==> src/hw/la_link_pkg.sv <==
/*
 * Shared definitions for the logic analyzer host command link.
 * All protocol bytes are ASCII. Settings words travel as eight upper-case
 * hex digits, most significant digit first.
 */
`default_nettype none

package la_link_pkg;

  // framing bytes
  localparam logic [7:0] start_byte      = "L";
  localparam logic [7:0] resp_id_byte    = "S";
  localparam logic [7:0] line_feed       = 8'h0A;
  localparam logic [7:0] carriage_return = 8'h0D;

  // response status codes
  localparam logic [7:0] status_ok       = "O";
  localparam logic [7:0] status_fail     = "X";

  // base for digit encoding, also the '0' enable argument
  localparam logic [7:0] hex_zero_byte   = "0";

  localparam int word_digits = 8;

  typedef enum logic [7:0] {
    cmd_ping           = "P",
    cmd_write_settings = "W",
    cmd_set_enable     = "E",
    cmd_get_enable     = "G"
  } cmd_code_t;

  // capture core settings, in the order they arrive on the wire
  typedef struct packed {
    logic [31:0] trigger;
    logic [31:0] trigger_mask;
    logic [31:0] trigger_after;
    logic [31:0] repeat_count;
  } la_settings_t;

  // one queued response, arg only sent when has_arg is set
  typedef struct packed {
    logic [7:0] status;
    logic       has_arg;
    logic [7:0] arg;
  } resp_t;

endpackage

`default_nettype wire
==> src/hw/la_host_link.sv <==
/*
 * Host command link top level, byte streams in and out.
 * The host may send only while it holds a credit, starting with RX_DEPTH.
 * rx_credit pulses once per byte taken from the receive buffer.
 */
`timescale 1ns/1ns
`default_nettype none

module la_host_link import la_link_pkg::*; #(
  parameter int RX_DEPTH   = 8,
  parameter int RESP_DEPTH = 4,
  parameter int TX_CREDITS = 4
) (
  input  logic         clk,
  input  logic         rst,
  input  logic [7:0]   rx_byte,
  input  logic         rx_valid,
  output logic         rx_credit,
  output logic [7:0]   tx_byte,
  output logic         tx_valid,
  input  logic         tx_credit,
  output la_settings_t settings,
  output logic         settings_valid,
  output logic         enable
);

  logic [7:0] rx_data;
  logic       rx_empty;
  logic       rx_pop;
  resp_t      resp_in;
  resp_t      resp_out;
  logic       resp_push;
  logic       resp_pop;
  logic       resp_empty;
  logic       resp_full;

  // every pop frees one slot on the host side
  assign rx_credit = rx_pop;

  // credits keep the host from overrunning this buffer
  sync_fifo #(.item_t(logic [7:0]), .DEPTH(RX_DEPTH)) rx_fifo (
    .clk       (clk),
    .rst       (rst),
    .push      (rx_valid),
    .push_data (rx_byte),
    .pop       (rx_pop),
    .pop_data  (rx_data),
    .empty     (rx_empty),
    .full      ()
  );

  cmd_parser u_parser (
    .clk            (clk),
    .rst            (rst),
    .rx_data        (rx_data),
    .rx_empty       (rx_empty),
    .rx_pop         (rx_pop),
    .resp_full      (resp_full),
    .resp_push      (resp_push),
    .resp           (resp_in),
    .settings       (settings),
    .settings_valid (settings_valid),
    .enable         (enable)
  );

  sync_fifo #(.item_t(resp_t), .DEPTH(RESP_DEPTH)) resp_fifo (
    .clk       (clk),
    .rst       (rst),
    .push      (resp_push),
    .push_data (resp_in),
    .pop       (resp_pop),
    .pop_data  (resp_out),
    .empty     (resp_empty),
    .full      (resp_full)
  );

  resp_writer #(.TX_CREDITS(TX_CREDITS)) u_writer (
    .clk        (clk),
    .rst        (rst),
    .resp_empty (resp_empty),
    .resp       (resp_out),
    .resp_pop   (resp_pop),
    .tx_byte    (tx_byte),
    .tx_valid   (tx_valid),
    .tx_credit  (tx_credit)
  );

endmodule

`default_nettype wire

==> src/hw/resp_writer.sv <==
/*
 * Response serializer: 'S', status, optional argument, LF, CR.
 * The host must start with TX_CREDITS free slots and return exactly one
 * tx_credit per byte it consumes. The queue head is popped after the CR.
 */
`timescale 1ns/1ns
`default_nettype none

module resp_writer import la_link_pkg::*; #(
  parameter int TX_CREDITS = 4
) (
  input  logic       clk,
  input  logic       rst,
  input  logic       resp_empty,
  input  resp_t      resp,
  output logic       resp_pop,
  output logic [7:0] tx_byte,
  output logic       tx_valid,
  input  logic       tx_credit
);

  localparam int CRED_W = $clog2(TX_CREDITS + 1);

  typedef enum logic [2:0] {
    wr_idle,
    wr_id,
    wr_status,
    wr_arg,
    wr_lf,
    wr_cr
  } wr_state_t;

  wr_state_t         state;
  logic [CRED_W-1:0] credit_cnt;

  // one byte per cycle while the host has room
  assign tx_valid = (state != wr_idle) && (credit_cnt != '0);
  assign resp_pop = tx_valid && (state == wr_cr);

  always_comb begin
    case (state)
      wr_id:     tx_byte = resp_id_byte;
      wr_status: tx_byte = resp.status;
      wr_arg:    tx_byte = resp.arg;
      wr_lf:     tx_byte = line_feed;
      wr_cr:     tx_byte = carriage_return;
      default:   tx_byte = 8'h00;
    endcase
  end

  always_ff @(posedge clk) begin
    if (rst) begin
      state      <= wr_idle;
      credit_cnt <= CRED_W'(TX_CREDITS);
    end else begin
      case ({tx_valid, tx_credit})
        2'b10:   credit_cnt <= credit_cnt - 1'b1;
        2'b01:   credit_cnt <= credit_cnt + 1'b1;
        default: credit_cnt <= credit_cnt;
      endcase

      if (state == wr_idle) begin
        if (!resp_empty) state <= wr_id;
      end else if (tx_valid) begin
        case (state)
          wr_id:     state <= wr_status;
          wr_status: state <= resp.has_arg ? wr_arg : wr_lf;
          wr_arg:    state <= wr_lf;
          wr_lf:     state <= wr_cr;
          default:   state <= wr_idle;
        endcase
      end
    end
  end

endmodule

`default_nettype wire

==> src/hw/cmd_parser.sv <==
/*
 * Host frame decoder: 'L', command, arguments, carriage return.
 * Non-hex characters inside a settings word decode as zero. A carriage
 * return before the argument bytes are complete drops the frame silently.
 */
`timescale 1ns/1ns
`default_nettype none

module cmd_parser import la_link_pkg::*; (
  input  logic         clk,
  input  logic         rst,
  input  logic [7:0]   rx_data,
  input  logic         rx_empty,
  output logic         rx_pop,
  input  logic         resp_full,
  output logic         resp_push,
  output resp_t        resp,
  output la_settings_t settings,
  output logic         settings_valid,
  output logic         enable
);

  typedef enum logic [2:0] {
    st_idle,
    st_command,
    st_enable_arg,
    st_trigger,
    st_trigger_mask,
    st_trigger_after,
    st_repeat_count,
    st_wait_cr
  } state_t;

  state_t       state;
  logic [2:0]   digit_cnt;
  la_settings_t shadow;
  logic [7:0]   resp_status;
  logic         resp_has_arg;
  logic [7:0]   resp_arg;
  logic [3:0]   nib;
  logic         is_cr;
  logic         frame_done;
  logic         last_digit;

  // ascii hex digit to nibble
  function automatic logic [3:0] hex_nibble(input logic [7:0] b);
    logic [7:0] v;
    v = 8'h00;
    if (b >= "0" && b <= "9") begin
      v = b - "0";
    end else if (b >= "A" && b <= "F") begin
      v = b - "A" + 8'd10;
    end
    return v[3:0];
  endfunction

  assign nib        = hex_nibble(rx_data);
  assign is_cr      = (rx_data == carriage_return);
  assign last_digit = (digit_cnt == 3'(word_digits - 1));
  assign frame_done = (state == st_wait_cr) && is_cr;

  // hold the closing CR in the FIFO until the queue has room
  assign rx_pop    = !rx_empty && !(frame_done && resp_full);
  assign resp_push = rx_pop && frame_done;
  assign resp      = '{status: resp_status, has_arg: resp_has_arg, arg: resp_arg};

  always_ff @(posedge clk) begin
    if (rst) begin
      state          <= st_idle;
      digit_cnt      <= '0;
      settings       <= '0;
      settings_valid <= 1'b0;
      enable         <= 1'b0;
    end else begin
      settings_valid <= 1'b0;
      if (rx_pop) begin
        if (is_cr && state != st_wait_cr) begin
          // early CR, frame dropped
          state <= st_idle;
        end else begin
          case (state)
            st_idle: begin
              if (rx_data == start_byte) begin
                state <= st_command;
              end
            end
            st_command: begin
              resp_has_arg <= 1'b0;
              resp_status  <= status_ok;
              state        <= st_wait_cr;
              case (rx_data)
                cmd_ping: ;
                cmd_write_settings: begin
                  // capture core stays off while settings change
                  enable    <= 1'b0;
                  digit_cnt <= '0;
                  state     <= st_trigger;
                end
                cmd_set_enable: state <= st_enable_arg;
                cmd_get_enable: begin
                  resp_has_arg <= 1'b1;
                  resp_arg     <= hex_zero_byte + 8'(enable);
                end
                default: resp_status <= status_fail;
              endcase
            end
            st_enable_arg: begin
              if (rx_data == hex_zero_byte || rx_data == hex_zero_byte + 8'd1) begin
                enable <= rx_data[0];
              end else begin
                resp_status <= status_fail;
              end
              state <= st_wait_cr;
            end
            st_trigger: begin
              shadow.trigger <= {shadow.trigger[27:0], nib};
              digit_cnt      <= digit_cnt + 1'b1;
              if (last_digit) state <= st_trigger_mask;
            end
            st_trigger_mask: begin
              shadow.trigger_mask <= {shadow.trigger_mask[27:0], nib};
              digit_cnt           <= digit_cnt + 1'b1;
              if (last_digit) state <= st_trigger_after;
            end
            st_trigger_after: begin
              shadow.trigger_after <= {shadow.trigger_after[27:0], nib};
              digit_cnt            <= digit_cnt + 1'b1;
              if (last_digit) state <= st_repeat_count;
            end
            st_repeat_count: begin
              shadow.repeat_count <= {shadow.repeat_count[27:0], nib};
              digit_cnt           <= digit_cnt + 1'b1;
              if (last_digit) begin
                // all four words land together
                settings       <= '{trigger:       shadow.trigger,
                                    trigger_mask:  shadow.trigger_mask,
                                    trigger_after: shadow.trigger_after,
                                    repeat_count:  {shadow.repeat_count[27:0], nib}};
                settings_valid <= 1'b1;
                state          <= st_wait_cr;
              end
            end
            st_wait_cr: begin
              // other bytes are skipped until the CR
              if (is_cr) state <= st_idle;
            end
            default: state <= st_idle;
          endcase
        end
      end
    end
  end

endmodule

`default_nettype wire

==> src/hw/sync_fifo.sv <==
/*
 * Show-ahead synchronous FIFO. pop_data is valid whenever empty is low.
 * A push while full and a pop while empty are dropped, so callers must
 * respect the flags or a credit scheme that keeps them in range.
 */
`timescale 1ns/1ns
`default_nettype none

module sync_fifo #(
  parameter type item_t = logic [7:0],
  parameter int  DEPTH  = 4
) (
  input  logic  clk,
  input  logic  rst,
  input  logic  push,
  input  item_t push_data,
  input  logic  pop,
  output item_t pop_data,
  output logic  empty,
  output logic  full
);

  localparam int PTR_W = (DEPTH > 1) ? $clog2(DEPTH) : 1;
  localparam int CNT_W = $clog2(DEPTH + 1);

  item_t            mem [DEPTH];
  logic [PTR_W-1:0] wr_ptr;
  logic [PTR_W-1:0] rd_ptr;
  logic [CNT_W-1:0] count;
  logic             do_push;
  logic             do_pop;

  assign do_push  = push && !full;
  assign do_pop   = pop && !empty;
  assign empty    = (count == '0);
  assign full     = (count == CNT_W'(DEPTH));
  assign pop_data = mem[rd_ptr];

  always_ff @(posedge clk) begin
    if (do_push) begin
      mem[wr_ptr] <= push_data;
    end
  end

  always_ff @(posedge clk) begin
    if (rst) begin
      wr_ptr <= '0;
      rd_ptr <= '0;
      count  <= '0;
    end else begin
      // pointers wrap at DEPTH, which need not be a power of two
      if (do_push) begin
        wr_ptr <= (wr_ptr == PTR_W'(DEPTH - 1)) ? '0 : wr_ptr + 1'b1;
      end
      if (do_pop) begin
        rd_ptr <= (rd_ptr == PTR_W'(DEPTH - 1)) ? '0 : rd_ptr + 1'b1;
      end
      case ({do_push, do_pop})
        2'b10:   count <= count + 1'b1;
        2'b01:   count <= count - 1'b1;
        default: count <= count;
      endcase
    end
  end

endmodule

`default_nettype wire

==> config.mk <==
export PLATFORM = sky130hd
export DESIGN_NAME = la_host_link
export DESIGN_NICKNAME = d
export VERILOG_FILES = /design/src/hw/la_link_pkg.sv /design/src/hw/la_host_link.sv /design/src/hw/resp_writer.sv /design/src/hw/cmd_parser.sv /design/src/hw/sync_fifo.sv
export SDC_FILE = /design/constraint.sdc
export NUM_CORES = 1
export LEC_CHECK = 0
export BUFFER_PORTS_ARGS = -buffer_cell sky130_fd_sc_hd__buf_4
export CORE_UTILIZATION = 35
export CTS_CLUSTER_DIAMETER = 50
export DETAILED_ROUTE_END_ITERATION = 8
export GPL_ROUTABILITY_DRIVEN = 0
export PLACE_DENSITY_LB_ADDON = 0.08
export REMOVE_ABC_BUFFERS = 1
export SETUP_SLACK_MARGIN = 0.1
export SYNTH_ARGS = -nofsm -noshare
export SYNTH_HDL_FRONTEND = slang
export SYNTH_SLANG_ARGS = --single-unit
==> constraint.sdc <==
create_clock -name clk -period 5.56 [get_ports clk]
set_input_delay 0.556 -clock clk [delete_from_list [all_inputs] [get_ports clk]]
set_output_delay 0.556 -clock clk [all_outputs]
set_load 0.05 [all_outputs]
# Word level (Yosys, flattened, before mapping)
# Memories as Yosys holds them, arrays and structs flattened. A register that Yosys moved wholly into a read port is not among the register bits.
# Index checks and enable logic that the tools add are counted.
totals:
  ff_bits: 300
  mem_bits_rw: 132
  inputBits: 12
  out_inout_bits: 140
  elab_cells: 180
  n_memories: 2
op_classes:
  add_sub_neg: 15
  n_lt_le_gt_ge: 4
  n_eq_ne: 44
  n_mux: 42
  n_bitwise: 4
  n_reduce_logical: 46
memory_table:
  columns: ["name", "words", "word_bits", "rd", "rd_ports_with_merged_regs", "write_ports", "line", "rtl"]
  rows:
  - ["resp_fifo.mem", 4, 17, 1, 1, 1, "sync_fifo.sv:26", "item_t mem [DEPTH];"]
  - ["rx_fifo.mem", 8, 8, 1, 1, 1, "sync_fifo.sv:26", null]
op_table:
  columns: ["cell", "n"]
  rows:
  - ["$mux 3", 16]
  - ["$eq 8x7->1 const B", 5]
  - ["$pmux 8 s5", 1]
  - ["$eq 3x3->1 const B", 10]
  - ["$reduce_and 4->1", 7]
  - ["$pmux 3 s2", 4]
  - ["$pmux 3 s8", 1]
  - ["$eq 8x6->1 const B", 2]
  - ["$pmux 8 s2", 1]
  - ["$add 3x1->3 const B", 5]
  - ["$ne 3x1->1 const B", 5]
  - ["$reduce_and 5->1", 3]
  - ["$logic_and 1x1->1", 13]
  - ["$eq 3x2->1 const B", 4]
  - ["$pmux 3 s4", 1]
  - ["$reduce_bool 2->1", 6]
  - ["$reduce_or 4->1", 3]
  - ["$sub 4x1->4 const B", 3]
  - ["$eq 2x2->1 const B", 5]
  - ["$logic_not 3->1", 3]
  - ["$eq 8x4->1 const B", 1]
  - ["$ge 8x6->1 const B", 1]
  - ["$ge 8x7->1 const B", 1]
  - ["$le 8x6->1 const B", 1]
  - ["other kinds (27)", 53]

# Depth between registers and ports, before layout
logic_depth:
  ltp_word: 9
  mapped_depth: 16

# Cells and area by module
# A second synthesis with hierarchy kept.
hier_totals:
  hier_cells: 1236
  hier_area_um2: 16397.0
by_module_without_submodules:
  columns: ["module", "instances", "cells_each", "area_per_inst_um2", "seq_area_each_um2"]
  rows:
  - ["cmd_parser", 1, 855, 9749.4, 6566.3]
  - ["sync_fifo (rx_fifo)", 1, 171, 3173.0, 2182.1]
  - ["sync_fifo (resp_fifo)", 1, 143, 2949.1, 2222.1]
  - ["resp_writer", 1, 67, 525.5, 120.1]

# Worst setup path after synthesis
# OpenSTA, ideal clock, no wires.
synth_path:
  path_kind: "register to register"
  startpoint: "register (tool-made name)"
  endpoint: "register u_parser.shadow[64] (netlist bit), enable pin"
  setup_time_ps: 461
  t_arrival_ps: 4684
  slack_ps: 415
  stages_incl_launch_ff: 10
  cell_sequence: "dfxtp_1 buf_2 mux4_2 mux2i_1 inv_1 ha_1 o21ai_0 nor3_1 a2111o_1 nor3_1"
synth_rtl:
  columns: ["element", "line", "rtl"]
  rows:
  - ["to (decl)", "cmd_parser.sv:36", "la_settings_t shadow;"]

==> impl_results.md <==
* Status: completed
* Hold path start: rx_byte[3]
* Area Overhead vs Synth at 23.53%
* Final setup viols at 0
* Register bit total from synthesis at 372
* Placed Instances at 1728
* Cells after Synth at 1113
* Die Y-Extent at 199.3 um
* Routed wire length at 29920 um
* Clock Pin Slew Worst Setup and Hold Paths at 0.06 ns
* Flop pwr share at 45.7%
* Tot Pwr at 6.579 mW
* Period utilization at 81.67%
* Max Fanout on Critical Path at 14
* Reg2reg setup slack at 1.02 ns
* Max-slew headroom at 25.00%
* Switch Pwr at 1.574 mW
* Post-layout util at 44.28%
* Crit end category: register
* Least-Margin Pin Slew at 1.125 ns
* Post-layout min period at 4.541 ns
* Startpoint types: register
* Latest clock arrival within the worst-skew pair at 0.56 ns
* Multi-input logic area at 0.003839 mm^2
* Number of H-tree levels at 2
* Worst Hold Class: in -> reg
* Setup ws final at 1.019 ns
* Final instance area at 0.01683 mm^2
* Crit path DAT at 5.01 ns
* WL/cell at 16.51 um
* Worst Skew at 0.02565 ns
* Die area at 0.03973 mm^2
* Leak at 5.873 nW
* DP Area at 0.01533 mm^2
* Hold Violations, Final at 0
* RSZ-0062 raised after global routing: false
* Mean post-synth cell area at 12.24 um^2
* Initial Util at 35.84%
* Number of global-route vias before repair at 8226
* TritonRoute pass-1 iters at 4
* Hold Path Depth at 1
* Finished Layout Cells at 1812
* Clock power frac at 44.3%
* Final ANT Viol Nets at 0
* Post-detailed-route via-to-cell ratio at 4.726
* First-pass GRT wire length at 46490 um
* Core footprint at 0.03802 mm^2
* Synth warnings at 0
* Seq/Total Area, Yosys at 69.92%
* Setup CP Type: reg -> reg
* All-Layer GR Usage at 15.28%
* Initial DRC Count at 391
* CTS tree: done
* Post-DP HPWL at 18480 um
* # hold bufs at CTS at 0
* Drt drc at 0
* Mapped Area at 0.01363 mm^2
* Post-route setup TNS at 0 ns
* Number of nets in the layout at 1298
* Power Density at 390.8 mW/mm^2
* Rows at 71
* Reg2Reg Capture Point: rx_fifo.count[3]
* Comb pwr share at 10.0%
* Min-Delay Endpoint: rx_fifo.mem[4][3]
* Synth Flop Type: edfxtp_1
* FFs w/ async S/R, synth at 0%
* Final-report max-slew violation count at 0
* Int Pwr at 5.005 mW
* Switching Fraction at 23.93%
* Clock buffer count from CTS at 45
* CTS root buf: clkbuf_16
* EDFF count, synth at 208
* Fillers at 3589
* PortBufs at 150
* Commonest non-fill, non-tap cell in the layout: nand2_1
* Initial antenna violation count at 0
* Peak supply drop at 0.0002129 V
* Share of cells above drive strength 1 at 21.14%
* Die Span X at 199.3 um
* Post-cts gate resize count at 0
* Post-synth cell types at 60
* Max Cap Viol at 0
* Total congestion overflow at 0
* CTS Sinks at 372
* Sequential Area at 0.009529 mm^2
* Max Clk Rate at 220.2 MHz
* Min Hold Slack at 0.2362 ns
* Largest net degree at the start of global routing at 96
* R2R cell count at 14
* CP required at 6.02 ns
* I/O pin count at 152
* Most frequent cells in the layout: 271 x nand2_1, 208 x edfxtp_1, 164 x dfxtp_1
* Inserted Diodes at 0
* Post-CTS Setup Bufs at 0
* Via count at 8564
* CTS max path bufs at 3
* Setup WS pre-CTS at 0.9970 ns
-- power groups by stage --
stage | logic, mW | clock network [mW] | registers [mW]
6_report | 0.656 | 2.92 | 3.01
2_1_floorplan | 0.450 | 0 | 3.06
4_1_cts | 0.668 | 3.02 | 3.01
3_5_place_dp | 0.664 | 0 | 3.07
5_1_grt | 0.728 | 3.14 | 3.02
3_3_place_gp | 0.661 | 0 | 3.06
-- worst max-delay path by stage --
stage | endpoint | slack, ns
2_1_floorplan | u_parser.settings[100] | -3.53
3_3_place_gp | rx_fifo.count[3] | 1.12
3_5_place_dp | rx_fifo.count[3] | 1.0
4_1_cts | rx_fifo.count[3] | 0.95
5_1_grt | rx_fifo.count[3] | 0.64
6_report | rx_fifo.count[3] | 1.02
-- layer usage --
metal	wire [um]	track usage (%)	part of all wire [%]
met5	0	0	0
met2	13800	23.58	46
met3	1672	3.797	5.6
met4	675	5.299	2.3
met1	13770	20.85	46
-- cell type report --
type | count | area share [%]
Clock buffer | 69 | 7.893
Clock inverter | 15 | 1.070
Inverter | 19 | 0.4236
Multi-Input combinational cell | 662 | 22.80
Sequential cell | 372 | 56.60
Tap cell | 511 | 3.798
Timing Repair Buffer | 164 | 7.410
-- flip-flops by register name (all words and copies together) (netlist names), named ones only --
| register | count |
|---|---|
| u_parser.settings_valid | 1 |
| u_writer.credit_cnt | 3 |
| u_parser.digit_cnt | 3 |
| u_parser.state | 3 |
| u_parser.shadow | 124 |
| rx_fifo.count | 4 |
| u_parser.enable | 1 |
| resp_fifo.wr_ptr | 2 |
| u_parser.settings | 128 |
| u_parser.resp_arg | 1 |
| resp_fifo.count | 3 |
| resp_fifo.rd_ptr | 2 |
| u_parser.resp_has_arg | 1 |
| rx_fifo.mem | 64 |
| u_parser.resp_status | 2 |
| rx_fifo.rd_ptr | 3 |
| resp_fifo.mem | 16 |
| u_writer.state | 3 |
| rx_fifo.wr_ptr | 3 |
-- logic make-up (layout without fill, tap and decap cells) --
family,Yosys count,count (layout),synth area share [%]
simple gates,390,390,12.10
buf+inv,79,267,2.387
compound gates,198,198,8.153
xor+xnor,9,9,0.5784
mux,41,41,4.572
fa+ha+maj,23,23,2.259
flops,372,372,69.92
other cells,1,1,0.02752
-- critical path, stage by stage (launching register included) --
cell and delay (ns):
dfxtp_1 0.78, mux4_2 0.58, mux2i_1 0.35, inv_1 0.16, ha_1 0.29, o21ai_0 0.13
nor3_1 0.10, a21oi_1 0.62, ha_1 0.32, ha_1 0.25, a21o_1 0.18, a21oi_1 0.18
xnor2_1 0.09, or3_1 0.30, a21oi_1 0.14
-- synthesized netlist by cell type (3+ instances only) --
cell type / n / area share (%)
mux2i_1: 15 / 1.1
or2_2: 4 / 0.18
nor4b_1: 3 / 0.19
inv_1: 19 / 0.52
a311oi_1: 3 / 0.19
nor3b_1: 3 / 0.17
nand3_1: 8 / 0.29
nor3_1: 15 / 0.55
mux2_2: 10 / 0.83
xor2_1: 7 / 0.45
nand2b_1: 9 / 0.41
and2_1: 4 / 0.18
o21ai_0: 11 / 0.40
a211o_1: 5 / 0.32
clkbuf_1: 40 / 1.1
o22ai_1: 4 / 0.18
a21oi_1: 150 / 5.5
nor4_1: 5 / 0.23
nand2_1: 271 / 7.5
ha_1: 19 / 1.7
dfxtp_1: 164 / 24
fa_1: 3 / 0.44
mux4_2: 16 / 2.6
buf_2: 14 / 0.51
or3_1: 5 / 0.23
nor2_1: 50 / 1.4
edfxtp_1: 208 / 46
buf_1: 4 / 0.11
Power figures use the tool's default switching activity.
